File: src/glay_pkg.sv
// -------------------------------------------------------------------
// Widths and types shared by the graph overlay RTL and its testbench
// Referenced by scoped name, never imported
// -------------------------------------------------------------------
`default_nettype none

package glay_pkg;

    // -------------------------------------------------------------------
    // Graph memory geometry
    // -------------------------------------------------------------------
    // Word address width, 1K words
    parameter int ADDR_W = 10;
    // One word holds a degree or a neighbor id
    parameter int DATA_W = 32;

    // -------------------------------------------------------------------
    // Walk bookkeeping widths
    // -------------------------------------------------------------------
    parameter int DEG_W = 16;
    parameter int CNT_W = 16;
    // Neighbor id sum, wraps modulo 2^32
    parameter int SUM_W = 32;

    // Word address into graph memory
    typedef logic [ADDR_W-1:0] mem_addr_t;

    // Raw memory word
    typedef logic [DATA_W-1:0] mem_data_t;

    // Out-degree, low bits of a degree word
    typedef logic [DEG_W-1:0] degree_t;

    // Vertex and edge counters
    typedef logic [CNT_W-1:0] count_t;

    // Neighbor id accumulator
    typedef logic [SUM_W-1:0] sum_t;

endpackage : glay_pkg

`default_nettype wire
File: src/glay_mem_arbiter.sv
// -------------------------------------------------------------------
// Round-robin read arbiter between kernel setup and edge reader
// Grants one peer per cycle and steers the read word back to it
// -------------------------------------------------------------------
`timescale 1ns/1ps
`default_nettype none

module glay_mem_arbiter (
    input  logic                ap_clk,
    input  logic                setup_areset,
    // Kernel setup peer
    input  logic                setup_req,
    input  glay_pkg::mem_addr_t setup_addr,
    output logic                setup_gnt,
    output logic                setup_rvalid,
    output glay_pkg::mem_data_t setup_rdata,
    // Edge reader peer
    input  logic                edge_req,
    input  glay_pkg::mem_addr_t edge_addr,
    output logic                edge_gnt,
    output logic                edge_rvalid,
    output glay_pkg::mem_data_t edge_rdata,
    // Graph memory read port
    output logic                mem_rd_en,
    output glay_pkg::mem_addr_t mem_rd_addr,
    input  glay_pkg::mem_data_t mem_rd_data
);

    // High when setup took the last grant
    logic last_setup;
    logic setup_win;
    logic edge_win;

    // -------------------------------------------------------------------
    // Grant choice
    // -------------------------------------------------------------------
    // On a tie the peer not served last goes first
    assign setup_win = setup_req && (!edge_req || !last_setup);
    assign edge_win  = edge_req && !setup_win;

    assign setup_gnt = setup_win;
    assign edge_gnt  = edge_win;

    // Winner drives the memory read
    assign mem_rd_en   = setup_win || edge_win;
    assign mem_rd_addr = setup_win ? setup_addr : edge_addr;

    always_ff @(posedge ap_clk) begin
        if (setup_areset) begin
            // Setup gets priority out of reset
            last_setup <= 1'b0;
        end else if (setup_win) begin
            last_setup <= 1'b1;
        end else if (edge_win) begin
            last_setup <= 1'b0;
        end
    end

    // -------------------------------------------------------------------
    // Response routing
    // -------------------------------------------------------------------
    // Grant owner registered to line up with memory latency
    always_ff @(posedge ap_clk) begin
        if (setup_areset) begin
            setup_rvalid <= 1'b0;
            edge_rvalid  <= 1'b0;
        end else begin
            setup_rvalid <= setup_win;
            edge_rvalid  <= edge_win;
        end
    end

    // Word is only meaningful alongside the matching rvalid
    assign setup_rdata = mem_rd_data;
    assign edge_rdata  = mem_rd_data;

endmodule : glay_mem_arbiter

`default_nettype wire

File: config.mk
export PLATFORM = sky130hd
export DESIGN_NAME = glay_mem_arbiter
export DESIGN_NICKNAME = d
export VERILOG_FILES = /design/src/glay_pkg.sv /design/src/glay_mem_arbiter.sv
export SDC_FILE = /design/constraint.sdc
export NUM_CORES = 1
export LEC_CHECK = 0
export ABC_AREA = 1
export ABC_CLOCK_PERIOD_IN_PS = 2400
export BUFFER_PORTS_ARGS = -buffer_cell sky130_fd_sc_hd__buf_2
export CAP_MARGIN = 25
export CORE_MARGIN = 8
export CORE_UTILIZATION = 29
export CTS_CLUSTER_SIZE = 10
export DETAILED_ROUTE_END_ITERATION = 10
export PLACE_DENSITY = 0.87
export SYNTH_ARGS = -nofsm -noshare
export SYNTH_HDL_FRONTEND = slang
export SYNTH_SLANG_ARGS = --single-unit
File: constraint.sdc
create_clock -name ap_clk -period 2.4 [get_ports ap_clk]
set_clock_uncertainty 0.2 [all_clocks]
set_input_delay 0.36 -clock ap_clk [delete_from_list [all_inputs] [get_ports ap_clk]]
set_output_delay 0.36 -clock ap_clk [all_outputs]
set_load 0.05 [all_outputs]
==> results of run 1 <==
==> layout make-up <==
type,count,area [sq um],share of cell area (%)
Timing Repair Buffer,38,190,38.2
Multi-Input combinational cell,39,165,33.2
Sequential cell,3,60.1,12.1
Tap cell,30,37.5,7.54
Clock buffer,4,26.3,5.28
Inverter,5,18.8,3.77
==> cell usage in the layout (no fill, tap or decap) <==
master and count:
sky130_fd_sc_hd__clkbuf_1 1, sky130_fd_sc_hd__o21ai_0 1, sky130_fd_sc_hd__nand3_1 10, sky130_fd_sc_hd__dfxtp_1 3, sky130_fd_sc_hd__inv_1 5, sky130_fd_sc_hd__nand2_1 22
sky130_fd_sc_hd__buf_2 38, sky130_fd_sc_hd__nor2_1 4, sky130_fd_sc_hd__clkbuf_4 3, sky130_fd_sc_hd__nand2_2 2
==> metrics by stage <==
stage	instances	hold WS [ns]	utilization [%]	area [sq um]	total power, uW
2_1_floorplan	114	0.232	-	751	451
3_3_place_gp	115	0.302	19.0	472	203
3_5_place_dp	115	0.305	19.0	472	204
4_1_cts	119	0.103	20.1	498	296
5_1_grt	119	0.114	20.1	498	310
6_report	119	0.117	20.1	498	290
==> worst paths after layout <==
| kind | from | to | slack [ns] | cells past startpoint |
|---|---|---|---|---|
| setup / recovery | last_setup | mem_rd_addr[2] | 0.41 | 5 |
| setup reg to reg | last_setup | setup_rvalid | 1.25 | 3 |
| hold / removal | setup_areset | setup_rvalid | 0.12 | 2 |
| hold reg to reg | last_setup | last_setup | 0.31 | 2 |
==> sequential cells by signal (all words and copies together) (netlist names) <==
name / count
setup_rvalid: 1
last_setup: 1
edge_rvalid: 1
==> report_power, final <==
group	internal [uW]	switching [uW]
clock	62.3	25.7
sequential	53.4	1.48
combinational	37.8	109
==> logic make-up after synthesis <==
| group | synth area share (%) |
|---|---|
| AOI/OAI and AO/OA | 0.666 |
| buffers and inverters | 70.0 |
| and+or+nand+nor | 21.3 |
| DFF | 8.00 |
==> critical path: stages (launching register included) <==
cell                      delay, ns
sky130_fd_sc_hd__dfxtp_1       0.36
sky130_fd_sc_hd__nand2_2       0.18
sky130_fd_sc_hd__nand2_2       0.24
sky130_fd_sc_hd__nand2_1       0.10
sky130_fd_sc_hd__nand2_1       0.06
sky130_fd_sc_hd__buf_2         0.25
==> metal layers <==
layer  wire length [microns]  share of wire [%]  vias up  GRT usage, %
met5                       0                  0        -             0
met4                      99                6.4        0          9.40
met3                     383                 25       17          3.86
met2                     688                 45       43          9.80
met1                     365                 24      199          4.36
li1                        -                  -      230             -
==> results.md, run 1 <==
| Result | Value | Unit |
|---|---|---|
| Highest clock frequency the design can meet | 503 | MHz |
| Result of the run | finished, final reports clean | - |
| Portion of the post-synthesis area used by sequential elements | 8.00 | % |
| Critical path launch point type | flop | - |
| Die area | 4470 | sq um |
| Initial antenna violation count | 0 | - |
| Later-pin clock latency in the skew report | 0.23 | ns |
| Cell leakage power | 0.000330 | uW |
| Most frequently used cell type in the post-synthesis netlist | sky130_fd_sc_hd__buf_4 | - |
| Detailed-router iteration count before antenna repair | 4 | - |
| RSZ-0062 raised after global routing | false | - |
| Number of unique standard cell types used by synthesis | 9 | - |
| Worst path required time | 1.84 | ns |
| Clock tree from TritonCTS | built | - |
| Power per standard cell area | 582 | nW/um^2 |
| Post-synthesis average cell area | 6.59 | sq um |
| Die height | 66.9 | microns |
| Final setup margin | 0.412 | ns |
| Area inside the core boundary | 2480 | sq um |
| Final HPWL from detailed placement | 1250 | microns |
| Level count of the clock H-tree | 1 | - |
| Gr ovfl total | 0 | - |
| Final setup viols | 0 | - |
| Global-route total usage across every layer | 6.33 | % |
| Syn nets | 170 | - |
| Final nets | 146 | - |
| Clock Pin Slew Worst Setup and Hold Paths | 0.04 | ns |
| Slew HR | 81.7 | % |
| Max Fanout on Critical Path | 12 | - |
| Fraction of final layout cells with drive strength greater than 1 | 48.3 | % |
| Main synth FF type | sky130_fd_sc_hd__dfxtp_1 | - |
| Ranking of synthesized cells by instance count | sky130_fd_sc_hd__buf_4, sky130_fd_sc_hd__nand2_1, sky130_fd_sc_hd__nand3_1, sky130_fd_sc_hd__inv_1, sky130_fd_sc_hd__nor2_1 | - |
| Gate Count Post-Synth | 114 | - |
| Layout area overhead | -33.7 | % |
| Crit. End Element | primary output | - |
| Setup Slack @ Placement | 0.543 | ns |
| #FFs+latches synth | 3 | - |
| Std cell rows | 18 | - |
| Top-area cell type share of the netlist area | 66.0 | % |
| Die W | 66.9 | microns |
| Initial cell density of the core | 30.3 | % |
| Final slew viol count | 0 | - |
| Final Wtd Congestion | 0.743 | - |
| Ranking of synthesized cells by area | sky130_fd_sc_hd__buf_4, sky130_fd_sc_hd__nand2_1, sky130_fd_sc_hd__dfxtp_1 | - |
| Share of flip-flops with an asynchronous set or reset | 0 | % |
| Period minus WS final | 1.99 | ns |
| Signal arrival time at the worst endpoint | 1.43 | ns |
| Antenna cell count | 0 | - |
| Post-detailed-route count of antenna-violating nets | 0 | - |
| Post-synth EDFFs | 0 | - |
| Number of global-route vias before repair | 458 | - |
| Hold-fix buffer count after cts | 0 | - |
| Final Routed Wirelength | 1540 | microns |
| Warning count from the yosys run | 0 | - |
| Area of the mapped netlist | 751 | sq um |
| Total I/O pin count | 135 | - |
| Number of buffers inserted by port buffering | 38 | - |
| Filler cell count in the final layout | 293 | - |
| Synth area leader | sky130_fd_sc_hd__buf_4 | - |
| Post-cts resize count | 0 | - |
| Maximum number of pins on one net before global-route repair | 14 | - |
| Classification of the worst setup path | flop to primary output | - |
| Maximum number of buffers from clock root to sink | 2 | - |
| Total CTS buffers | 3 | - |
| Number of design rule violations left after detail routing | 0 | - |
| Number of violations of the max-capacitance limit | 0 | - |
| Clock Sinks | 3 | - |
| Iteration-0 DRC count of the detailed router | 29 | - |
| Average wire length per cell after detail routing | 12.9 | microns |
| Slew of the pin with the lowest slew margin | 0.272 | ns |
| Worst min-delay path class | input pin to flop | - |
| Global-route wire length before repair | 2130 | microns |
| Post-CTS setup buffer count | 0 | - |
| Detailed-route via count | 489 | - |
| Hold violation total from the final report | 0 | - |
| Maximum vdd drop | 0.272 | mV |
| Accumulated negative setup slack | 0 | ns |
| Clock root buffer master | sky130_fd_sc_hd__clkbuf_4 | - |
| Period Utilization, post-route | 82.8 | % |
| Via-per-instance ratio | 4.11 | - |
Note: power is estimated with default switching activity, not from simulation.
==> run 2: changes to the inputs <==
--- a/config.mk
+++ b/config.mk
@@ -6,14 +6,14 @@
 export NUM_CORES = 1
 export LEC_CHECK = 0
 export ABC_AREA = 1
-export ABC_CLOCK_PERIOD_IN_PS = 2400
+export ABC_CLOCK_PERIOD_IN_PS = 2000
 export BUFFER_PORTS_ARGS = -buffer_cell sky130_fd_sc_hd__buf_2
 export CAP_MARGIN = 25
 export CORE_MARGIN = 8
-export CORE_UTILIZATION = 29
+export CORE_UTILIZATION = 27
 export CTS_CLUSTER_SIZE = 10
 export DETAILED_ROUTE_END_ITERATION = 10
-export PLACE_DENSITY = 0.87
+export PLACE_DENSITY = 0.82
 export SYNTH_ARGS = -nofsm -noshare
 export SYNTH_HDL_FRONTEND = slang
 export SYNTH_SLANG_ARGS = --single-unit
==> constraint.sdc (replaced) <==
create_clock -name ap_clk -period 2 [get_ports ap_clk]
set_clock_uncertainty 0.2 [all_clocks]
set_input_delay 0.3 -clock ap_clk [delete_from_list [all_inputs] [get_ports ap_clk]]
set_output_delay 0.3 -clock ap_clk [all_outputs]
set_load 0.05 [all_outputs]
==> results.md, run 2 (synthesis gave the netlist of run 1 again) <==
| Result | Value | Unit |
|---|---|---|
| Hold violation total from the final report | 0 | - |
| Net switching power | 164 | uW |
| Hold-fix buffer count after cts | 0 | - |
| Global-route wire length before repair | 1990 | microns |
| Later-pin clock latency in the skew report | 0.23 | ns |
| Fraction of final layout cells with drive strength greater than 1 | 48.3 | % |
| Critical path launch point type | flop | - |
| Post-CTS setup buffer count | 0 | - |
| Largest registers | edge_rvalid: 1 flops, last_setup: 1 flops, setup_rvalid: 1 flops | - |
| Final Wtd Congestion | 0.675 | - |
| Final setup margin | 0.137 | ns |
| Detailed-router iteration count before antenna repair | 6 | - |
| Max Fanout on Critical Path | 12 | - |
| Longest individual stage delay on the worst path | 0.35 | ns |
| Cell leakage power | 0.000331 | uW |
| Cells on worst reg2reg path | 3 | - |
| Initial antenna violation count | 0 | - |
| Maximum vdd drop | 0.288 | mV |
| Final setup viols | 0 | - |
| Combined buffer and inverter count along the critical path | 1 | - |
| Area inside the core boundary | 2710 | sq um |
| Final Routed Wirelength | 1610 | microns |
| Crit. End Element | primary output | - |
| Final HPWL from detailed placement | 1290 | microns |
| Cell repeated most along the worst path | sky130_fd_sc_hd__nand2_1 | - |
| Die area | 4720 | sq um |
| Maximum number of pins on one net before global-route repair | 14 | - |
| Total I/O pin count | 135 | - |
| Number of design rule violations left after detail routing | 0 | - |
| Post-detailed-route count of antenna-violating nets | 0 | - |
| Detailed-route via count | 495 | - |
| Most used cells in the layout excluding fill and tap cells | sky130_fd_sc_hd__buf_2, sky130_fd_sc_hd__nand2_1, sky130_fd_sc_hd__nand3_1 | - |
| Level count of the clock H-tree | 1 | - |
| Worst path required time | 1.50 | ns |
| Via-per-instance ratio | 4.13 | - |
| Slew of the pin with the lowest slew margin | 0.305 | ns |
| Average wire length per cell after detail routing | 13.4 | microns |
| Period Utilization, post-route | 93.2 | % |
| Worst min-delay path class | input pin to flop | - |
| Die height | 68.7 | microns |
| Tot Pwr | 349 | uW |
| Slew HR | 79.5 | % |
| Number of buffers inserted by port buffering | 38 | - |
| Initial cell density of the core | 27.7 | % |
| Std cell rows | 19 | - |
| Worst Hold Margin | 0.0630 | ns |
| Number of violations of the max-capacitance limit | 0 | - |
| Proportion of power drawn by combinational gates | 51.0 | % |
| Gr ovfl total | 0 | - |
| Layout area overhead | -32.8 | % |
| Clock Pin Slew Worst Setup and Hold Paths | 0.04 | ns |
| Critical path, cell by cell | nand2_2 -> nand2_4 -> nand2_1 -> nand2_1 -> buf_2 | - |
| Maximum number of buffers from clock root to sink | 2 | - |
| Number of global-route vias before repair | 446 | - |
| Power per standard cell area | 693 | nW/um^2 |
| Most common cell after layout, fill and taps aside | sky130_fd_sc_hd__buf_2 | - |
| Share of total power in the clock network | 30.1 | % |
| Antenna cell count | 0 | - |
| Post-cts resize count | 0 | - |
| Classification of the worst setup path | flop to primary output | - |
| RSZ-0062 raised after global routing | false | - |
| Clock tree from TritonCTS | built | - |
| Hold Path Depth | 2 | - |
| Cell with the largest stage delay on the worst path | sky130_fd_sc_hd__dfxtp_1 | - |
| Result of the run | finished, final reports clean | - |
| Clock Sinks | 3 | - |
| Die W | 68.7 | microns |
| Period minus WS final | 1.86 | ns |
| Design internal power | 185 | uW |
| Iteration-0 DRC count of the detailed router | 6 | - |
| Signal arrival time at the worst endpoint | 1.36 | ns |
| Final design area excluding fillers | 504 | sq um |
| Total CTS buffers | 3 | - |
| Proportion of power drawn by flip-flops and latches | 18.9 | % |
| Final nets | 146 | - |
| Sw frac | 47.1 | % |
| Final slew viol count | 0 | - |
| Stages on the worst setup path | 5 | - |
| Clock root buffer master | sky130_fd_sc_hd__clkbuf_4 | - |
| Global-route total usage across every layer | 5.61 | % |
| Highest clock frequency the design can meet | 537 | MHz |
| Family of cells with the greatest summed delay on the critical path | simple AND/OR/NAND/NOR gates | - |
| Area after detailed placement | 473 | sq um |
| Accumulated negative setup slack | 0 | ns |
| Setup Slack @ Placement | 0.254 | ns |
==> run 2: metal layers <==
metal / global-route usage (%) / vias to the layer above / share of wire [%]
met4: 8.77 / 0 / 8.8
met3: 2.58 / 20 / 27
met5: 0 / - / 0
li1: - / 230 / -
met1: 4.06 / 201 / 25
met2: 8.83 / 44 / 39
==> run 2: power groups by stage <==
stage	clock, uW	sequential [uW]	combinational (uW)
2_1_floorplan	0	74.7	466
3_3_place_gp	0	66.7	177
3_5_place_dp	0	66.9	178
4_1_cts	109	66.0	178
5_1_grt	117	66.7	189
6_report	105	66.0	178
==> run 2: path summary, 6_finish.rpt <==
| kind | end | from | slack [ns] |
|---|---|---|---|
| hold / removal | edge_rvalid | setup_areset | 0.06 |
| setup reg to reg | setup_rvalid | last_setup | 0.90 |
| hold reg to reg | last_setup | last_setup | 0.31 |
| setup / recovery | mem_rd_addr[9] | last_setup | 0.14 |
==> run 2: area by class of cell <==
type / instances / area (sq um)
fill: 309 / 2210
timing repair buffer: 38 / 190
multi-input combinational: 39 / 170
sequential: 3 / 60.1
tap: 31 / 38.8
clock buffer: 4 / 26.3
inverter: 5 / 18.8
==> run 2: metrics by stage <==
step	utilization [%]	instances
2_1_floorplan	-	114
3_3_place_gp	17.5	116
3_5_place_dp	17.5	116
4_1_cts	18.4	120
5_1_grt	18.6	120
6_report	18.6	120
