===== src/glay_pkg.sv =====
// -------------------------------------------------------------------
// Widths and types shared by the graph overlay RTL and its testbench
// Referenced by scoped name, never imported
// -------------------------------------------------------------------
`default_nettype none

package glay_pkg;

    // -------------------------------------------------------------------
    // Graph memory geometry
    // -------------------------------------------------------------------
    // Word address width, 1K words
    parameter int ADDR_W = 10;
    // One word holds a degree or a neighbor id
    parameter int DATA_W = 32;

    // -------------------------------------------------------------------
    // Walk bookkeeping widths
    // -------------------------------------------------------------------
    parameter int DEG_W = 16;
    parameter int CNT_W = 16;
    // Neighbor id sum, wraps modulo 2^32
    parameter int SUM_W = 32;

    // Word address into graph memory
    typedef logic [ADDR_W-1:0] mem_addr_t;

    // Raw memory word
    typedef logic [DATA_W-1:0] mem_data_t;

    // Out-degree, low bits of a degree word
    typedef logic [DEG_W-1:0] degree_t;

    // Vertex and edge counters
    typedef logic [CNT_W-1:0] count_t;

    // Neighbor id accumulator
    typedef logic [SUM_W-1:0] sum_t;

endpackage : glay_pkg

`default_nettype wire

===== src/glay_edge_reader.sv =====
// -------------------------------------------------------------------
// Degree queue, edge walker and edge count and sum accumulator
// Pulses done with the totals once the last vertex is walked
// -------------------------------------------------------------------
`timescale 1ns/1ps
`default_nettype none

module glay_edge_reader #(
    parameter int FIFO_DEPTH = 4
) (
    input  logic                ap_clk,
    input  logic                areset,
    input  glay_pkg::mem_addr_t edge_base,
    input  logic                deg_push,
    input  glay_pkg::degree_t   deg_value,
    input  logic                deg_last,
    output logic                deg_full,
    output logic                req,
    output glay_pkg::mem_addr_t addr,
    input  logic                gnt,
    input  logic                rvalid,
    input  glay_pkg::mem_data_t rdata,
    output logic                done,
    output glay_pkg::count_t    edge_count,
    output glay_pkg::sum_t      edge_sum
);

    localparam int PTR_W = $clog2(FIFO_DEPTH);

    typedef enum logic [1:0] {
        S_POP,
        S_WALK,
        S_DRAIN
    } walk_state_t;

    logic                  setup_areset;
    // Queue storage, degree plus last flag
    glay_pkg::degree_t     fifo_deg [FIFO_DEPTH];
    logic [FIFO_DEPTH-1:0] fifo_last;
    // Extra top bit tells full from empty
    logic [PTR_W:0]        wr_ptr;
    logic [PTR_W:0]        rd_ptr;
    logic                  fifo_empty;
    glay_pkg::degree_t     head_deg;
    logic                  head_last;
    logic                  pop;
    walk_state_t           state;
    // Edges of the current vertex still to issue
    glay_pkg::degree_t     rem;
    logic                  last_q;
    glay_pkg::count_t      edge_off;
    glay_pkg::count_t      cnt;
    glay_pkg::sum_t        sum;

    always_ff @(posedge ap_clk) begin
        setup_areset <= areset;
    end

    // -------------------------------------------------------------------
    // Degree queue
    // -------------------------------------------------------------------
    assign fifo_empty = (wr_ptr == rd_ptr);
    assign deg_full   = (wr_ptr[PTR_W] != rd_ptr[PTR_W]) &&
                        (wr_ptr[PTR_W-1:0] == rd_ptr[PTR_W-1:0]);
    assign head_deg   = fifo_deg[rd_ptr[PTR_W-1:0]];
    assign head_last  = fifo_last[rd_ptr[PTR_W-1:0]];
    assign pop        = (state == S_POP) && !fifo_empty;

    always_ff @(posedge ap_clk) begin
        if (setup_areset) begin
            wr_ptr <= '0;
            rd_ptr <= '0;
        end else begin
            // Setup never pushes into a full queue
            if (deg_push) begin
                wr_ptr <= wr_ptr + 1'b1;
            end
            if (pop) begin
                rd_ptr <= rd_ptr + 1'b1;
            end
        end
    end

    always_ff @(posedge ap_clk) begin
        if (deg_push) begin
            fifo_deg[wr_ptr[PTR_W-1:0]]  <= deg_value;
            fifo_last[wr_ptr[PTR_W-1:0]] <= deg_last;
        end
    end

    // -------------------------------------------------------------------
    // Edge walker
    // -------------------------------------------------------------------
    always_ff @(posedge ap_clk) begin
        if (setup_areset) begin
            state    <= S_POP;
            edge_off <= '0;
        end else begin
            case (state)
                S_POP: begin
                    // Degree 0 skips straight on
                    if (pop && head_deg == '0) begin
                        state <= head_last ? S_DRAIN : S_POP;
                    end else if (pop) begin
                        state <= S_WALK;
                    end
                end
                S_WALK: begin
                    if (gnt) begin
                        edge_off <= edge_off + 1'b1;
                        if (rem == glay_pkg::degree_t'(1)) begin
                            state <= last_q ? S_DRAIN : S_POP;
                        end
                    end
                end
                S_DRAIN: begin
                    // Next run starts at the edge base again
                    edge_off <= '0;
                    state    <= S_POP;
                end
                default: begin
                    state <= S_POP;
                end
            endcase
        end
    end

    // Current vertex bookkeeping
    always_ff @(posedge ap_clk) begin
        if (pop) begin
            rem    <= head_deg;
            last_q <= head_last;
        end else if (state == S_WALK && gnt) begin
            rem <= rem - 1'b1;
        end
    end

    // Back-to-back grants allowed, one read per edge
    assign req  = (state == S_WALK);
    assign addr = edge_base + glay_pkg::mem_addr_t'(edge_off);

    // -------------------------------------------------------------------
    // Accumulator and result
    // -------------------------------------------------------------------
    // No grants in S_DRAIN, so at most the final read is still in flight
    always_ff @(posedge ap_clk) begin
        if (setup_areset) begin
            cnt  <= '0;
            sum  <= '0;
            done <= 1'b0;
        end else begin
            done <= 1'b0;
            if (state == S_DRAIN) begin
                done       <= 1'b1;
                edge_count <= cnt + glay_pkg::count_t'(rvalid);
                edge_sum   <= sum + (rvalid ? glay_pkg::sum_t'(rdata) : '0);
                cnt        <= '0;
                sum        <= '0;
            end else if (rvalid) begin
                cnt <= cnt + 1'b1;
                sum <= sum + glay_pkg::sum_t'(rdata);
            end
        end
    end

endmodule : glay_edge_reader

`default_nettype wire


===== config.mk =====
export PLATFORM = sky130hd
export DESIGN_NAME = glay_edge_reader
export DESIGN_NICKNAME = d
export VERILOG_FILES = /design/src/glay_pkg.sv /design/src/glay_edge_reader.sv
export SDC_FILE = /design/constraint.sdc
export NUM_CORES = 1
export LEC_CHECK = 0
export BUFFER_PORTS_ARGS = -buffer_cell sky130_fd_sc_hd__buf_2
export CAP_MARGIN = 15
export CORE_MARGIN = 4
export CORE_UTILIZATION = 54
export DETAILED_ROUTE_END_ITERATION = 6
export GPL_TIMING_DRIVEN = 0
export HOLD_SLACK_MARGIN = 0.15
export PLACE_DENSITY = 0.77
export SETUP_SLACK_MARGIN = 0.2
export SLEW_MARGIN = 30
export SYNTH_ARGS = -nofsm -noshare
export SYNTH_HDL_FRONTEND = slang
export SYNTH_SLANG_ARGS = --single-unit

===== constraint.sdc =====
create_clock -name ap_clk -period 3.52 [get_ports ap_clk]
set_clock_uncertainty 0.15 [all_clocks]
set_input_delay 0.528 -clock ap_clk [delete_from_list [all_inputs] [get_ports ap_clk]]
set_output_delay 0.528 -clock ap_clk [all_outputs]
set_load 0.1 [all_outputs]

==> results of run 1 <==
==> worst max-delay path: stages (launching register included) <==
cell	delay (ns)
dfxtp_4	0.35
ha_4	0.20
a21o_1	0.19
a21oi_2	0.16
o21bai_1	0.10
a21oi_2	0.17
nor2b_1	0.07
o21a_1	0.19
o21ai_1	0.14
nand2b_1	0.09
a21oi_2	0.18
xnor2_2	0.13
buf_6	0.24
==> power by group <==
part / switching [uW] / internal, uW / leakage, uW
clock network: 953 / 1580 / 0.000396
registers: 219 / 2960 / 0.00181
logic: 1630 / 1100 / 0.00363
total: 2810 / 5640 / 0.00584
==> per-stage QoR <==
stage / power (uW) / utilization / TNS, ns / area, sq um
after floorplan: 5280 / - / 0 / 11600
after global placement: 5740 / 0.611 / -2.80 / 12600
after detailed placement: 5830 / 0.614 / -3.36 / 12600
after CTS: 8450 / 0.673 / 0 / 13800
after global routing: 8950 / 0.680 / -0.00503 / 14000
final: 8440 / 0.680 / 0 / 14000
==> sequential cells by signal (all words and copies together), names as in the netlist, named ones only <==
| name | flops |
|---|---|
| state | 2 |
| wr_ptr | 3 |
| edge_off | 10 |
| rd_ptr | 3 |
| done | 1 |
| fifo_deg | 64 |
| rem | 16 |
| edge_count | 16 |
| setup_areset | 1 |
| last_q | 1 |
| cnt | 16 |
| fifo_last | 4 |
| sum | 32 |
| edge_sum | 32 |
==> layer usage <==
layer  track usage  share of wire  up-vias
li1              -              -     4297
met1         0.270           0.43     4097
met2         0.368           0.50      229
met4        0.0492          0.018        2
met5             0        0.00051        -
met3        0.0405          0.059       41
==> Yosys cell counts (28+ instances only) <==
master,instances
mux2i_1,28
a21oi_1,93
nand2_1,55
clkbuf_1,31
and2_1,39
xor2_1,38
dfxtp_1,70
edfxtp_1,133
ha_1,82
nor2_1,110
o21ai_0,28
xnor2_1,71
inv_1,29
a21o_1,29
==> cells by family after synthesis <==
| logic type | share of synthesized area |
|---|---|
| mux | 0.0580 |
| simple gates | 0.141 |
| flops | 0.472 |
| compound gates | 0.130 |
| buf+inv | 0.0211 |
| fa+ha+maj | 0.0949 |
| xor+xnor | 0.0835 |
==> path summary, 6_finish.rpt <==
| path | slack, ns | end |
|---|---|---|
| hold reg to reg | 0.35 | cnt[9] |
| hold / removal | 0.21 | wr_ptr[0] |
| setup / recovery | 0.13 | addr[9] |
| setup reg to reg | 0.35 | sum[30] |
==> area by class of cell <==
class,instances,area (sq um),share of cell area
multi-input combinational,798,6020,0.430
sequential,203,5400,0.386
timing repair buffer,168,1060,0.0760
clock buffer,32,682,0.0488
tap,270,338,0.0242
buffer,35,229,0.0164
clock inverter,10,140,0.0100
inverter,29,109,0.00778
==> what timing repair did <==
action                                  CTS  global route
endpoints found under the setup margin    7            15
hold endpoints to repair                 69             0
hold buffers                             18             0
pin swaps                                25            35
resized for setup                        29            25
buffers inserted                         13            11
==> impl_metrics.yaml, run 1 <==
logic_synthesis:
  synth_nets: 1214
  synthesis.area_sq_um: 11400
  ys_ff_latch: 203
  ys_warn_count: 0
  avgSynthCellArea_sq_um: 10.7
  ys_types: 59
  yosysSeqAreaShare: 0.472
  synth_area_leader_cell: "edfxtp_1"
  synthFlopType: "edfxtp_1"
  synth_edf_count: 133
  netlist_instances: 1065
  synthArstFlopShare: 0
  synth_top_area_share: 0.349
  ys_top_cells_by_area: "edfxtp_1, dfxtp_1, ha_1"
grt:
  antenna_found_initial: 1
  grt_use_total: 0.210
  grt_pass1_wl_um: 41700
  grt_pass1_vias: 8519
  grt-ovfl-total: 0
  grt_max_degree: 27
setup_path:
  critPathCaptureType: "primary output"
  crit_fanout: 2
  cp_data_arrival_time_ns: 2.71
  crit_path_start_kind: "register"
  path_class: "reg -> out"
  crit_start: "edge_off[1]"
  ff2ff_path_depth: 13
  cp.required_ns: 2.84
  timing.rr.start: "sum[0]"
placement:
  routabilityCongestion: 0.884
  numPortBuffers: 124
  place_inst: 1461
  dp_hpwl_um: 18000
  place_ws_ns: -0.478
cts:
  insertion_delay_ns: 0.51
  clk_pin_slew_ns: 0.06
  root_buffer: "clkbuf_16"
  cts-htree-levels: 1
  cts_made_buffers: 23
  cts.sinks: 203
  cts_tree: "done"
  max-clock-path-buffers: 3
floorplanning:
  fp.dieH_um: 154
  rows: 52
  die_area_sq_um: 23600
  core-area_sq_um: 20600
  die_w_um: 154
  start_util: 0.556
  boundaryPins: 125
detailed_routing:
  wl_per_cell_um: 16.4
  drc: 0
  routed_via_density: 5.61
  first_pass_iters: 5
  wirelength_um: 25300
  vias: 8666
  drtIter0Drc: 505
  antenna_left: 0
sta:
  drv_slew: 0
  fin_ws_ns: 0.133
  whs_ns: 0.210
  setup_viol: 0
  period_share: 0.962
  rsz0062_at_grt: "true"
  worstMarginPinSlew_ns: 0.908
  timing.final.crit_period_ns: 3.39
  hold_viol_final: 0
  fmax_ghz: 0.295
  maxSlewHeadroom: 0.394
layout:
  layout_commonest_cell: "edfxtp_1"
  n_antenna_cell: 0
  nNetsFinal: 1407
  final_cell_mix: "edfxtp_1, buf_2, nor2_1"
  fill_cells: 1555
  syn_to_final_growth_pct: 22.3
  finalNonFillerCells: 1545
  final_layout_size_suffix_gt1_frac: 0.212
status:
  outcome: "complete, no violations"
run:
  cap_violations: 0
power_and_ir_drop:
  ir_drop_v: 0.000372
  p_leak_uw: 0.00584
  powerDensity_nw_per_um2: 604
worst_hold_path:
  hold_start: "deg_push"
  hold_class: "in -> reg"
  hold_depth: 3
Power figures use the tool's default switching activity.
==> run 2, diff against run 1 <==
CORE_UTILIZATION = 60   (was 54)
PLACE_DENSITY = 0.81   (was 0.77)
clock period = 3.4 ns   (was 3.52 ns; I/O delays follow)
==> run 2 against run 1 <==
Design area about the same. First-iteration DRC count decreased by 6.5%. Clock power decreased by 7%. Sequential power up 4%. Register-to-register slack got worse by 0.07 ns. Via count increased by 1.6%. Utilization up 6.7 points. Worst setup slack lost 0.099 ns. Count of clock-buffer cells in the layout down 2.
==> impl_metrics.yaml, run 2 (same netlist as run 1, synthesis figures left out) <==
status:
  outcome: "complete, no violations"
setup_path:
  timing.rr.start: "sum[0]"
  crit_fanout: 2
  critPathCaptureType: "primary output"
  max_stage_delay_ns: 0.36
  cp_data_arrival_time_ns: 2.71
  crit_path_start_kind: "register"
  r2r-end: "edge_sum[30]"
  path_class: "reg -> out"
  cp.required_ns: 2.74
  path_cells: "ha_4, a21o_1, a21oi_2, o21bai_1, a21oi_2, nor2b_1, o21a_1, o21ai_1, nand2b_1, a21oi_2, xnor2_2, buf_8"
  ff2ff_path_depth: 12
  crit_top_cell: "a21oi_2"
  path_buf_inv: 1
  r2r_slack_ns: 0.28
  path_delay_family: "compound AO/OA/AOI/OAI gates"
  cp_slowest_cell: "dfxtp_4"
grt:
  grt-ovfl-total: 0
  grt_use_total: 0.238
  grt_pass1_wl_um: 42100
  grtUsageMet2: 0.425
  grt_max_degree: 26
  grt_most_used_layer: "met2"
  grt_pass1_vias: 8652
  use_met3: 0.0307
  met1_usage: 0.309
  antenna_found_initial: 1
power_and_ir_drop:
  ir_drop_v: 0.000400
  powerDensity_nw_per_um2: 612
  p_leak_uw: 0.00580
  p_total_uw: 8550
floorplanning:
  boundaryPins: 125
  die_w_um: 146
  fp.dieH_um: 146
  rows: 50
  start_util: 0.612
  core-area_sq_um: 18700
  die_area_sq_um: 21300
sta:
  maxSlewHeadroom: 0.386
  hold_viol_final: 0
  drv_slew: 0
  period_share: 0.990
  whs_ns: 0.175
  timing.final.crit_period_ns: 3.37
  fmax_ghz: 0.297
  rsz0062_at_grt: "true"
  worstMarginPinSlew_ns: 0.922
  setup_viol: 0
cts:
  cts-htree-levels: 1
  clk_pin_slew_ns: 0.06
  cts_tree: "done"
  root_buffer: "clkbuf_16"
  cts_made_buffers: 23
  max-clock-path-buffers: 3
  cts.sinks: 203
  insertion_delay_ns: 0.50
detailed_routing:
  wl_per_cell_um: 17.5
  antenna_left: 0
  first_pass_iters: 5
  vias: 8804
  wirelength_um: 26400
  drtIter0Drc: 472
  drc: 0
  routed_via_density: 5.82
layout:
  finalNonFillerCells: 1512
  layout_commonest_cell: "edfxtp_1"
  stdcell_area_sq_um: 14000
  final_layout_size_suffix_gt1_frac: 0.228
  largest_register_ffs: 64
  syn_to_final_growth_pct: 22.2
  nNetsFinal: 1409
  final_cell_mix: "edfxtp_1, buf_2, nor2_1"
placement:
  routabilityCongestion: 0.909
  numPortBuffers: 124
  dp_hpwl_um: 18200
  place_inst: 1425
  placed_cell_area_sq_um: 12600
worst_hold_path:
  hold_start: "deg_push"
  hold-path-endpoint: "wr_ptr[1]"
  hold_depth: 3
  hold_class: "in -> reg"
run:
  cap_violations: 0
## run 2: cell count changes in the layout (fill, tap and decap cells not counted), moves of 3 or more
cell,before,now
buf_8,2,5
ha_1,75,71
clkbuf_8,5,1
ha_4,5,8
a21oi_1,80,76
a21oi_2,16,20
## run 2: cell type report
class,instances,area [sq um]
flip-flops and latches,203,5410
multi-input cells,798,6140
fillers,1249,4720
diodes,1,2.50
clock buffers,30,602
clock inverters,12,114
plain buffers,35,228
inverters,29,109
repair buffers,170,1090
well taps,234,293
## run 2: report_power, final
group	switching (uW)	internal, uW	leakage (uW)
Combinational	1730	1170	0.00364
Sequential	237	3060	0.00181
Clock	1010	1350	0.000343
Total	2980	5580	0.00580
## run 2: timing repair
item | in CTS | in global routing
pin swaps | 27 | 30
setup buffers | 17 | 9
gates resized for setup | 35 | 44
setup endpoints to repair | 15 | 20
hold buffers | 18 | 0
endpoints found under the hold margin | 69 | 0
## run 2: routing by layer
layer	vias up	wire, um
li1	4299	-
met5	-	0
met3	47	1140
met1	4224	11400
met2	234	13300
met4	0	591
## run 2: how the worst max path moves through the flow
| stage | start | endpoint | slack [ns] | cells after the start |
|---|---|---|---|---|
| 2_1_floorplan | rvalid | edge_sum[30] | -0.01 | 15 |
| 3_3_place_gp | rvalid | edge_sum[31] | -0.55 | 16 |
| 6_report | edge_off[1] | addr[9] | 0.03 | 12 |
| 5_1_grt | edge_off[1] | addr[9] | -0.09 | 12 |
| 3_5_place_dp | rvalid | edge_sum[31] | -0.61 | 15 |
| 4_1_cts | rvalid | edge_sum[30] | 0.08 | 16 |
## run 2: tightest hold or removal path: cells and delay by family
family,cells,cell delay [ns]
muxes,1,0.08
and+or+nand+nor,1,0.07
buffers and inverters,1,0.13
## run 2: through the flow
stage	TNS (ns)	setup WS, ns	util
2_1_floorplan	-0.0112	-0.0112	-
3_3_place_gp	-4.47	-0.546	0.671
3_5_place_dp	-5.47	-0.613	0.674
4_1_cts	0	0.0758	0.736
5_1_grt	-0.0912	-0.0912	0.747
6_report	0	0.0338	0.747
