===== src/glay_pkg.sv =====
// -------------------------------------------------------------------
// Widths and types shared by the graph overlay RTL and its testbench
// Referenced by scoped name, never imported
// -------------------------------------------------------------------
`default_nettype none

package glay_pkg;

    // -------------------------------------------------------------------
    // Graph memory geometry
    // -------------------------------------------------------------------
    // Word address width, 1K words
    parameter int ADDR_W = 10;
    // One word holds a degree or a neighbor id
    parameter int DATA_W = 32;

    // -------------------------------------------------------------------
    // Walk bookkeeping widths
    // -------------------------------------------------------------------
    parameter int DEG_W = 16;
    parameter int CNT_W = 16;
    // Neighbor id sum, wraps modulo 2^32
    parameter int SUM_W = 32;

    // Word address into graph memory
    typedef logic [ADDR_W-1:0] mem_addr_t;

    // Raw memory word
    typedef logic [DATA_W-1:0] mem_data_t;

    // Out-degree, low bits of a degree word
    typedef logic [DEG_W-1:0] degree_t;

    // Vertex and edge counters
    typedef logic [CNT_W-1:0] count_t;

    // Neighbor id accumulator
    typedef logic [SUM_W-1:0] sum_t;

endpackage : glay_pkg

`default_nettype wire

===== src/glay_kernel_setup.sv =====
// -------------------------------------------------------------------
// Descriptor register and out-degree reader
// Feeds one degree per vertex into the edge reader queue
// -------------------------------------------------------------------
`timescale 1ns/1ps
`default_nettype none

module glay_kernel_setup (
    input  logic                ap_clk,
    input  logic                areset,
    input  logic                descriptor_valid,
    input  glay_pkg::mem_addr_t vertex_base,
    input  glay_pkg::mem_addr_t edge_base,
    input  glay_pkg::count_t    num_vertices,
    output glay_pkg::mem_addr_t edge_base_out,
    output logic                req,
    output glay_pkg::mem_addr_t addr,
    input  logic                gnt,
    input  logic                rvalid,
    input  glay_pkg::mem_data_t rdata,
    output logic                deg_push,
    output glay_pkg::degree_t   deg_value,
    output logic                deg_last,
    input  logic                deg_full
);

    typedef enum logic [1:0] {
        S_IDLE,
        S_REQ,
        S_WAIT
    } setup_state_t;

    logic                setup_areset;
    logic                desc_accept;
    logic                desc_valid_q;
    glay_pkg::mem_addr_t vertex_base_q;
    glay_pkg::mem_addr_t edge_base_q;
    glay_pkg::count_t    num_vertices_q;
    // Number of degree reads granted so far
    glay_pkg::count_t    vtx_idx;
    setup_state_t        state;

    always_ff @(posedge ap_clk) begin
        setup_areset <= areset;
    end

    // -------------------------------------------------------------------
    // Descriptor capture
    // -------------------------------------------------------------------
    // Dropped while a walk is pending or running
    assign desc_accept = descriptor_valid && (state == S_IDLE) && !desc_valid_q;

    always_ff @(posedge ap_clk) begin
        if (setup_areset) begin
            desc_valid_q <= 1'b0;
        end else begin
            desc_valid_q <= desc_accept;
        end
    end

    always_ff @(posedge ap_clk) begin
        if (desc_accept) begin
            vertex_base_q  <= vertex_base;
            edge_base_q    <= edge_base;
            num_vertices_q <= num_vertices;
        end
    end

    assign edge_base_out = edge_base_q;

    // -------------------------------------------------------------------
    // Degree walk, one outstanding read
    // -------------------------------------------------------------------
    always_ff @(posedge ap_clk) begin
        if (setup_areset) begin
            state   <= S_IDLE;
            vtx_idx <= '0;
        end else begin
            case (state)
                S_IDLE: begin
                    if (desc_valid_q) begin
                        vtx_idx <= '0;
                        state   <= S_REQ;
                    end
                end
                S_REQ: begin
                    if (gnt) begin
                        vtx_idx <= vtx_idx + 1'b1;
                        state   <= S_WAIT;
                    end
                end
                S_WAIT: begin
                    // Last degree ends the walk
                    if (rvalid) begin
                        state <= deg_last ? S_IDLE : S_REQ;
                    end
                end
                default: begin
                    state <= S_IDLE;
                end
            endcase
        end
    end

    // Hold off while the queue has no room
    assign req  = (state == S_REQ) && !deg_full;
    assign addr = vertex_base_q + glay_pkg::mem_addr_t'(vtx_idx);

    // Returned degree goes straight into the queue
    assign deg_push  = rvalid && (state == S_WAIT);
    assign deg_value = glay_pkg::degree_t'(rdata);
    // Index already counts the read in flight
    assign deg_last  = (vtx_idx == num_vertices_q);

endmodule : glay_kernel_setup

`default_nettype wire


===== config.mk =====
export PLATFORM = sky130hd
export DESIGN_NAME = glay_kernel_setup
export DESIGN_NICKNAME = d
export VERILOG_FILES = /design/src/glay_pkg.sv /design/src/glay_kernel_setup.sv
export SDC_FILE = /design/constraint.sdc
export NUM_CORES = 1
export LEC_CHECK = 0
export ABC_AREA = 1
export BUFFER_PORTS_ARGS = -buffer_cell sky130_fd_sc_hd__buf_4
export CORE_MARGIN = 2
export CORE_UTILIZATION = 49
export DETAILED_ROUTE_END_ITERATION = 6
export PLACE_DENSITY = 0.76
export SLEW_MARGIN = 20
export SYNTH_ARGS = -nofsm -noshare
export SYNTH_HDL_FRONTEND = slang
export SYNTH_SLANG_ARGS = --single-unit

===== constraint.sdc =====
create_clock -name ap_clk -period 3.4 [get_ports ap_clk]
set_clock_uncertainty 0.1 [all_clocks]
set_input_delay 0.51 -clock ap_clk [delete_from_list [all_inputs] [get_ports ap_clk]]
set_output_delay 0.51 -clock ap_clk [all_outputs]
set_load 0.02 [all_outputs]

==> results of run 1 <==
==> layout by cell type (no fill, tap or decap), drive strengths merged, types with 5 or more instances in the layout <==
| cell type | n |
|---|---|
| clkbuf | 6 |
| nand2 | 97 |
| o21ai | 12 |
| nand3 | 10 |
| ha | 10 |
| xor2 | 7 |
| buf | 64 |
| nand4 | 5 |
| inv | 56 |
| nor3 | 7 |
| edfxtp | 36 |
| dfxtp | 20 |
| nor2 | 47 |
| a21oi | 17 |
==> per-stage QoR <==
step | util | instance area, um^2 | setup WS (ns) | hold slack (ns)
6_report | 0.5957 | 3527 | 0.5074 | 0.1999
3_5_place_dp | 0.5807 | 3438 | 0.8315 | 0.4013
5_1_grt | 0.5957 | 3527 | 0.3006 | 0.1880
4_1_cts | 0.5957 | 3527 | 0.4758 | 0.1937
3_3_place_gp | 0.5807 | 3438 | 0.9006 | 0.3779
2_1_floorplan | - | 2994 | 0.7222 | 0.3549
==> state kept, by name (all words and copies together) (netlist names) <==
register,flops
num_vertices_q,16
desc_valid_q,1
vtx_idx,16
setup_areset,1
edge_base_out,10
state,2
vertex_base_q,10
==> metal layers <==
layer | vias up | track usage | share of wire
li1 | 1216 | - | -
met1 | 1013 | 0.2161 | 0.43
met2 | 49 | 0.3390 | 0.50
met3 | 13 | 0.04674 | 0.056
met4 | 0 | 0.06500 | 0.014
met5 | - | 0 | 0
==> worst paths after layout <==
check | end | from | cells past startpoint | slack (ns)
min | setup_areset | areset | 1 | 0.20
max reg2reg | num_vertices_q[5] | state[0] | 3 | 1.37
min reg2reg | state[1] | setup_areset | 1 | 0.42
max | addr[8] | vtx_idx[0] | 9 | 0.51
==> area by class of cell <==
cell class                      count  area (um^2)
Fill cell                         523         2394
Sequential cell                    56         1481
Multi-Input combinational cell    224         1172
Timing Repair Buffer               64        480.5
Inverter                           56        210.2
Tap cell                           75        93.84
Clock buffer                        6        72.57
Clock inverter                      2        16.27
==> cells by family after synthesis <==
kind of cell	after synthesis	synth area share
xor+xnor	9	0.02633
compound gates	35	0.06687
fa+ha+maj	11	0.04847
flops	56	0.4948
buf+inv	75	0.1162
simple gates	169	0.2474
==> report_power, final <==
| part | internal [mW] | switching, mW | leakage (nW) |
|---|---|---|---|
| logic | 0.104 | 0.145 | 1.05 |
| registers | 0.774 | 0.0212 | 0.506 |
| clock network | 0.147 | 0.216 | 0.0414 |
| total | 1.03 | 0.382 | 1.60 |
==> impl_results.md, run 1 <==
* Max VDD drop at 257.9 uV
* # resized after CTS at 0
* Post-synthesis sequential area ratio at 0.4948
* Yosys top cell area share at 0.3611
* Cells after DPL at around 480
* HP Class: in -> reg
* Final setup viols at 0
* Port bufs at 64
* Drt pass-1 iters at 4
* Setup CP Type: reg -> out
* Initial cell density of the core at 0.5057
* Core Area at ~6000 um^2
* Tot Pwr at 1.408 mW
* CP Max Fanout at 4
* CTS tree: done
* Synth unique cells at 31
* Most common library cells after synthesis: nand2_1, inv_1, nor2_1, edfxtp_1, dfxtp_1
* RePlAce Congestion at 0.9105
* Die outline area at 6752 um^2
* Total Routing Usage GR at 0.1879
* Bufs and invs on worst path at 2
* Ranking of synthesized cells by area: edfxtp_1, dfxtp_1, nand2_1, inv_1, nor2_1
* DRT iter0 DRCs at 107
* Post-Syn Area at 2994 um^2
* Synth warn at 0
* Vias per Instance at between 4 and 5
* #FFs+latches synth at 56
* Most frequent CP cell: nand2_1
* Static leakage at 1.601 nW
* WL/cell at between 10 and 15 um
* Sink Count at 56
* Syn nets at 440
* Hold-fix buffers at CTS at 0
* Final hold viol count at 0
* Area growth from synthesis to layout at 17.80%
* Final #Nets at 492
* Max-Cap Viols at 0
* Clock latency at the later pin of the worst-skew pair at between 0.3 and 0.4 ns
* Core Rows at 28
* Post-synth EDFFs at 36
* Final ANT Viol Nets at 0
* Detailed-route wire length at about 5700 um
* CTS Buffer Depth at 2
* Vias in the first global route at 2249
* Startpoint types: flop
* Inserted Clock Buffers at 5
* DIE HEIGHT at 82.17 um
* Setup TNS at 0 ns
* Syn Area/Cell at between 8 and 9 um^2
* Layout cell share with drive strength beyond 1 at 0.2181
* Crit. End Element: output port
* Post-CTS Setup Inserts at 0
* PD cells at 399.1 nW/um^2
* Critical path's top delay family: adder cells
* GRT overflow at 0
* Final min period at 2.893 ns
* Most used DFF post-synth: edfxtp_1
* Worst relative slew slack at 0.2910
* CTS clock-pin slew for the worst setup and hold paths at 0.10 ns
* CTS Root Cell: clkbuf_8
* Critical-path top delay cell: fa_1
* DRC at 0
* CP Cell Sequence: ha_1 -> inv_1 -> fa_1 -> o21ai_0 -> nand4_1 -> nand2_1 -> nand2_1 -> nand2_1 -> buf_4
* Synth area leader: edfxtp_1
* Die X at between 80 and 90 um
* Req. time, crit path at 2.79 ns
* CTS H-tree lvls at 2
* Synthesized instance count at 355
* Antenna diode count at 0
* Detailed-route via count at 2291
* Status: finished clean
* IO Pins at ~110
* Fmax at 345.7 MHz
* Asr flop ratio synth at 0
* Initial antenna violation count at 0
* Fin. max-slew vios at 0
* Largest net degree at the start of global routing at 37
* Crit path arrival time at around 2.3 ns
* Post-Layout Cell Count at 483
* Fin crit share at 0.8508
* CP max stage delay at 0.40 ns
* Dpl hpwl at 4274 um
* Global-route wire length before repair at about 9600 um
* Least-Margin Pin Slew at 1.061 ns
* RSZ-0062 raised after global routing: false
* Count leader, synth: nand2_1
(Power assumes the default switching activity.)
==> run 2, diff against run 1 <==
--- a/config.mk
+++ b/config.mk
@@ -7,6 +7,7 @@
 export LEC_CHECK = 0
 export ABC_AREA = 1
 export BUFFER_PORTS_ARGS = -buffer_cell sky130_fd_sc_hd__buf_4
+export CORE_ASPECT_RATIO = 2
 export CORE_MARGIN = 2
 export CORE_UTILIZATION = 49
 export DETAILED_ROUTE_END_ITERATION = 6
==> impl_results.md, run 2 (synthesized netlist as in run 1, its figures left out) <==
* CTS H-tree lvls at 2 (unchanged)
* Commonest non-fill, non-tap cells in the layout: nand2_1, buf_4, inv_1
* Biggest regs: num_vertices_q: 16 flops, vtx_idx: 16 flops
* Req. time, crit path at 2.79 ns (about the same)
* Fin. max-slew vios at 0 (unchanged)
* Final ANT Viol Nets at 0 (unchanged)
* IO Pins at 113 (unchanged)
* Global-route wire length before repair at 9694 um (+0.79%)
* Critical path's top delay family: adder cells
* Core Rows at 40 (+43%)
* GR Util met1 at 0.1740 (-0.04210)
* RePlAce Congestion at 0.8798 (-3.4%)
* Status: finished clean
* Final min period at 2.918 ns (+0.02497 ns)
* Worst r2r src: state[0]
* CTS clock-pin slew for the worst setup and hold paths at 0.07 ns (-0.03 ns)
* Antenna diode count at 0 (unchanged)
* Most used routing layer: met2
* CP Cell Sequence: ha_1 -> inv_1 -> fa_1 -> o21ai_0 -> nand4_1 -> nand2_1 -> nand2_1 -> nand2_1 -> buf_4
* Fin crit share at 0.8581 (+0.007343)
* Area growth from synthesis to layout at 21.35%
* Drt pass-1 iters at 4 (unchanged)
* DRC at 0 (unchanged)
* Setup TNS at 0 ns (unchanged)
* FF-to-FF path depth at 3 (unchanged)
* Setup slack after layout at 0.4824 ns (-0.02497 ns)
* Area after DPL at 3423 um^2 (-0.44%)
* Reg2reg end: edge_base_out[2]
* Area occupied by multi-input gates at 1172 um^2 (unchanged)
* CTS Buffer Depth at 2 (unchanged)
* Final hold viol count at 0 (unchanged)
* Die outline area at 6790 um^2 (+0.56%)
* CP Max Fanout at 4 (unchanged)
* Largest net degree at the start of global routing at 37 (unchanged)
* Final setup viols at 0 (unchanged)
* Final hold slack at 0.2225 ns (+0.02258 ns)
* Initial antenna violation count at 0 (unchanged)
* Cells after DPL at 463 (-2.5%)
* Inserted Clock Buffers at 5 (unchanged)
* Final #Nets at 492 (unchanged)
* PD cells at 476.9 nW/um^2 (+19%)
* Fmax at 342.8 MHz (-0.86%)
* Vias in the first global route at 2323 (+3.3%)
* Detailed-route wire length at 5733 um (+0.88%)
* Vias per Instance at 5.013 (+5.7%)
* CP Depth at 9 (unchanged)
* Dpl hpwl at 4562 um (+6.7%)
* Detailed-route via count at 2361 (+3.1%)
* Setup CP Type: reg -> out
* Hold EP: setup_areset
* Initial cell density of the core at 0.5027 (-0.002975)
* Crit path arrival time at 2.31 ns (+0.03 ns)
* Die X at 59.28 um (-28%)
* Fill cell count at 526 (+0.57%)
* CTS Root Cell: clkbuf_16
* Crit. End Element: output port
* # resized after CTS at 0 (unchanged)
* Clock latency at the later pin of the worst-skew pair at 0.29 ns (-0.02 ns)
* Worst relative slew slack at 0.3485 (+0.05751)
* DIE HEIGHT at 114.6 um (+39%)
* Post-Layout Cell Count at 471 (-2.5%)
* Hold path depth at 1 (unchanged)
* DRT iter0 DRCs at 92 (-14%)
* Most frequent CP cell: nand2_1
* CP max stage delay at 0.42 ns (+0.02 ns)
* Max-Cap Viols at 0 (unchanged)
* WL/cell at 12.17 um (+3.5%)
* Worst Setup SP: vtx_idx[0]
* Sink Count at 56 (unchanged)
* Core Area at 5956 um^2 (+0.59%)
* Hold-fix buffers at CTS at 0 (unchanged)
* Critical-path top delay cell: o21ai_0
* Cell area after layout at 3633 um^2 (+3.0%)
* Placement-stage worst setup slack at 0.7997 ns (-0.03183 ns)
* Least-Margin Pin Slew at 0.9749 ns (-0.08605 ns)
* CTS tree: done
* Port bufs at 64 (unchanged)
* GRT overflow at 0 (unchanged)
* Register area at 1481 um^2 (unchanged)
* Static leakage at 1.662 nW (+3.8%)
* Total Routing Usage GR at 0.1881 (+0.0002485)
* Startpoint types: flop
* Met3 track demand over resource at 0.03390 (-0.01284)
* Most common cell after layout, fill and taps aside: nand2_1
* Max VDD drop at 384.8 uV (+49%)
* Bufs and invs on worst path at 2 (unchanged)
* Layout cell share with drive strength beyond 1 at 0.2206 (+0.002451)
* Reg2Reg Setup Slack at 1.41 ns (+0.04 ns)
* Post-CTS Setup Inserts at 0 (unchanged)
* HP Start: areset
* RSZ-0062 raised after global routing: false
* HP Class: in -> reg
* Met2 Track Usage GR at 0.3641 (+0.02508)
==> run 2: cell count changes in the layout (fill, tap and decap cells not counted), sizes merged <==
cell      previous run  this run
bufinv               0         2
clkinvlp             1         0
clkinv               1         0
==> run 2: power breakdown <==
group / internal, mW / switching (mW)
logic: 0.104 / 0.144
registers: 0.774 / 0.0221
clock network: 0.466 / 0.222
==> run 2: worst max path at each step <==
stage,to,slack [ns]
CTS,addr[8],0.48
floorplan,edge_base_out[0],0.72
global placement,addr[8],0.85
finish,addr[8],0.48
detailed placement,addr[8],0.80
global route,addr[8],0.23
==> run 2: area by class of cell <==
cell class | count | area share
Sequential cell | 56 | 0.4077
Multi-Input combinational cell | 224 | 0.3227
Timing Repair Buffer | 64 | 0.1322
Inverter | 56 | 0.05785
Clock buffer | 6 | 0.04132
Tap cell | 63 | 0.02169
Clock inverter | 2 | 0.01653
==> run 2: per-layer routing <==
layer	wire length [um]	share of wire
met5	0	0
met4	157	0.027
met3	209	0.036
met2	3343	0.58
met1	2024	0.35
==> run 2: metrics by stage <==
step           utilization  power (mW)
2_1_floorplan            -      0.9848
3_3_place_gp        0.5748       1.055
3_5_place_dp        0.5748       1.063
4_1_cts             0.6101       1.752
5_1_grt             0.6101       1.804
6_report            0.6101       1.733
==> run 3, diff against run 2 <==
==> constraint.sdc (replaced) <==
create_clock -name ap_clk -period 3.4 [get_ports ap_clk]
set_clock_uncertainty 0.1 [all_clocks]
set_input_delay 0.51 -clock ap_clk [delete_from_list [all_inputs] [get_ports ap_clk]]
set_output_delay 0.51 -clock ap_clk [all_outputs]
set_load 0.01 [all_outputs]
==> impl_results.md, run 3 (synthesized netlist as in run 1, its figures left out) <==
* Least-Margin Pin Slew at 0.9904 ns (+0.01548 ns)
* Final #Nets at 492 (unchanged)
* Inserted Clock Buffers at 5 (unchanged)
* CTS Buffer Depth at 2 (unchanged)
* Flop pwr share at 0.519 (+0.059)
* CP max stage delay at 0.40 ns (-0.02 ns)
* RSZ-0062 raised after global routing: false
* FF-to-FF path depth at 3 (unchanged)
* Dpl hpwl at 4575 um (+0.28%)
* Commonest non-fill, non-tap cells in the layout: nand2_1, buf_4, inv_1
* Drt pass-1 iters at 5 (+1)
* Setup TNS at 0 ns (unchanged)
* Req. time, crit path at 2.79 ns (about the same)
* Max VDD drop at 408.3 uV (+6.1%)
* Bufs and invs on worst path at 2 (unchanged)
* Port bufs at 64 (unchanged)
* CP Cell Sequence: ha_1 -> inv_1 -> fa_1 -> o21ai_0 -> nand4_1 -> nand3_1 -> nand2_1 -> buf_4
* PD cells at 429.5 nW/um^2 (-9.9%)
* Startpoint types: flop
* Status: finished clean
* P_int at 1.168 mW (-13%)
* Total Routing Usage GR at 0.1892 (+0.001054)
* Fin crit share at 0.8577 (about the same)
* Die outline area at 6790 um^2 (unchanged)
* CP Max Fanout at 4 (unchanged)
* Most common cell after layout, fill and taps aside: nand2_1
* Worst r2r src: state[0]
* HP Class: in -> reg
* Initial antenna violation count at 0 (unchanged)
* GRT overflow at 0 (unchanged)
* CTS clock-pin slew for the worst setup and hold paths at 0.07 ns (about the same)
* DRT iter0 DRCs at 73 (-21%)
* RePlAce Congestion at 0.8799 (about the same)
* Static leakage at 1.636 nW (-1.5%)
* DR top layer: met4
* Final setup viols at 0 (unchanged)
* Worst Setup SP: vtx_idx[0]
* Area growth from synthesis to layout at 19.31%
* Worst relative slew slack at 0.3382 (-0.01034)
* Crit path arrival time at 2.31 ns (about the same)
* CP Depth at 8 (-1)
* Vias in the first global route at 2392 (+3.0%)
* Core Area at 5956 um^2 (unchanged)
* Critical path's top delay family: adder cells
* Clock power share at 0.332 (-0.065)
* WL/cell at 12.32 um (+1.2%)
* Tot Pwr at 1.534 mW (-11%)
* Vias per Instance at 5.106 (+1.9%)
* IO Pins at 113 (unchanged)
* Antenna diode count at 0 (unchanged)
* Detailed-route wire length at 5803 um (+1.2%)
* CTS tree: done
* Final ANT Viol Nets at 0 (unchanged)
* CTS Root Cell: clkbuf_16
* Setup CP Type: reg -> out
* Biggest regs: num_vertices_q: 16 flops, vtx_idx: 16 flops
* Fmax at 342.9 MHz (about the same)
* Met2 routed WL at 3236 um (-3.2%)
* Layout cell share with drive strength beyond 1 at 0.2206 (unchanged)
* Largest net degree at the start of global routing at 37 (unchanged)
* Sink Count at 56 (unchanged)
* Final min period at 2.916 ns (-0.001353 ns)
* Die X at 59.28 um (unchanged)
* Crit. End Element: output port
* Switching part of the total at 0.2388 (+0.01489)
* Core Rows at 40 (unchanged)
* Global-route wire length before repair at 9660 um (-0.35%)
* # resized after CTS at 0 (unchanged)
* Routed length on met3 at 306 um (+46%)
* DRC at 0 (unchanged)
* Fin. max-slew vios at 0 (unchanged)
* Max-Cap Viols at 0 (unchanged)
* Critical-path top delay cell: dfxtp_1
* Initial cell density of the core at 0.5027 (unchanged)
* DIE HEIGHT at 114.6 um (unchanged)
* Reg2Reg Setup Slack at 1.40 ns (about the same)
* Hold-fix buffers at CTS at 0 (unchanged)
* Reg2reg end: edge_base_out[3]
* CP endpoint: addr[8]
* Final hold viol count at 0 (unchanged)
* Comb pwr share at 0.149 (+0.006)
* Detailed-route via count at 2405 (+1.9%)
* Post-CTS Setup Inserts at 0 (unchanged)
* Clock latency at the later pin of the worst-skew pair at 0.29 ns (about the same)
* M1 WL at 2005 um (-0.94%)
* Switching power at 366.3 uW (-5.6%)
* CTS H-tree lvls at 2 (unchanged)
==> run 3: area by class of cell <==
type	count	area, um^2
Multi-Input combinational cell	224	1172
Timing Repair Buffer	64	480.5
Clock buffer	6	138.9
Sequential cell	56	1481
Inverter	56	210.2
Clock inverter	2	10.01
Tap cell	63	78.83
Fill cell	533	2384
==> run 3: power groups by stage <==
| stage | Sequential (mW) | Clock (mW) | Combinational, mW |
|---|---|---|---|
| floorplan | 0.812 | 0 | 0.145 |
| global placement | 0.809 | 0 | 0.225 |
| detailed placement | 0.811 | 0 | 0.232 |
| CTS | 0.796 | 0.528 | 0.232 |
| global route | 0.801 | 0.547 | 0.254 |
| finish | 0.796 | 0.510 | 0.228 |
==> run 3: worst min path at each step <==
stage | slack [ns] | to | from | cells after the start
floorplan | 0.35 | state[1] | setup_areset | 1
global placement | 0.38 | state[1] | setup_areset | 1
detailed placement | 0.39 | state[1] | setup_areset | 1
CTS | 0.21 | setup_areset | areset | 1
global route | 0.21 | setup_areset | areset | 1
finish | 0.22 | setup_areset | areset | 1
==> run 3: metrics by stage <==
| step | hold slack, ns | worst slack [ns] | util | cells | instance area, um^2 |
|---|---|---|---|---|---|
| CTS | 0.2101 | 0.4793 | 0.5998 | 471 | 3572 |
| detailed placement | 0.3870 | 0.8080 | 0.5748 | 463 | 3423 |
| global route | 0.2095 | 0.2662 | 0.5998 | 471 | 3572 |
| global placement | 0.3791 | 0.8726 | 0.5748 | 463 | 3423 |
| finish | 0.2173 | 0.4838 | 0.5998 | 471 | 3572 |
| floorplan | 0.3549 | 0.7222 | - | 355 | 2994 |
==> run 3: per-layer routing <==
metal | global-route usage | up-vias
li1 | - | 1219
met1 | 0.1686 | 1082
met2 | 0.3568 | 82
met3 | 0.03616 | 22
met4 | 0.1242 | 0
met5 | 0 | -
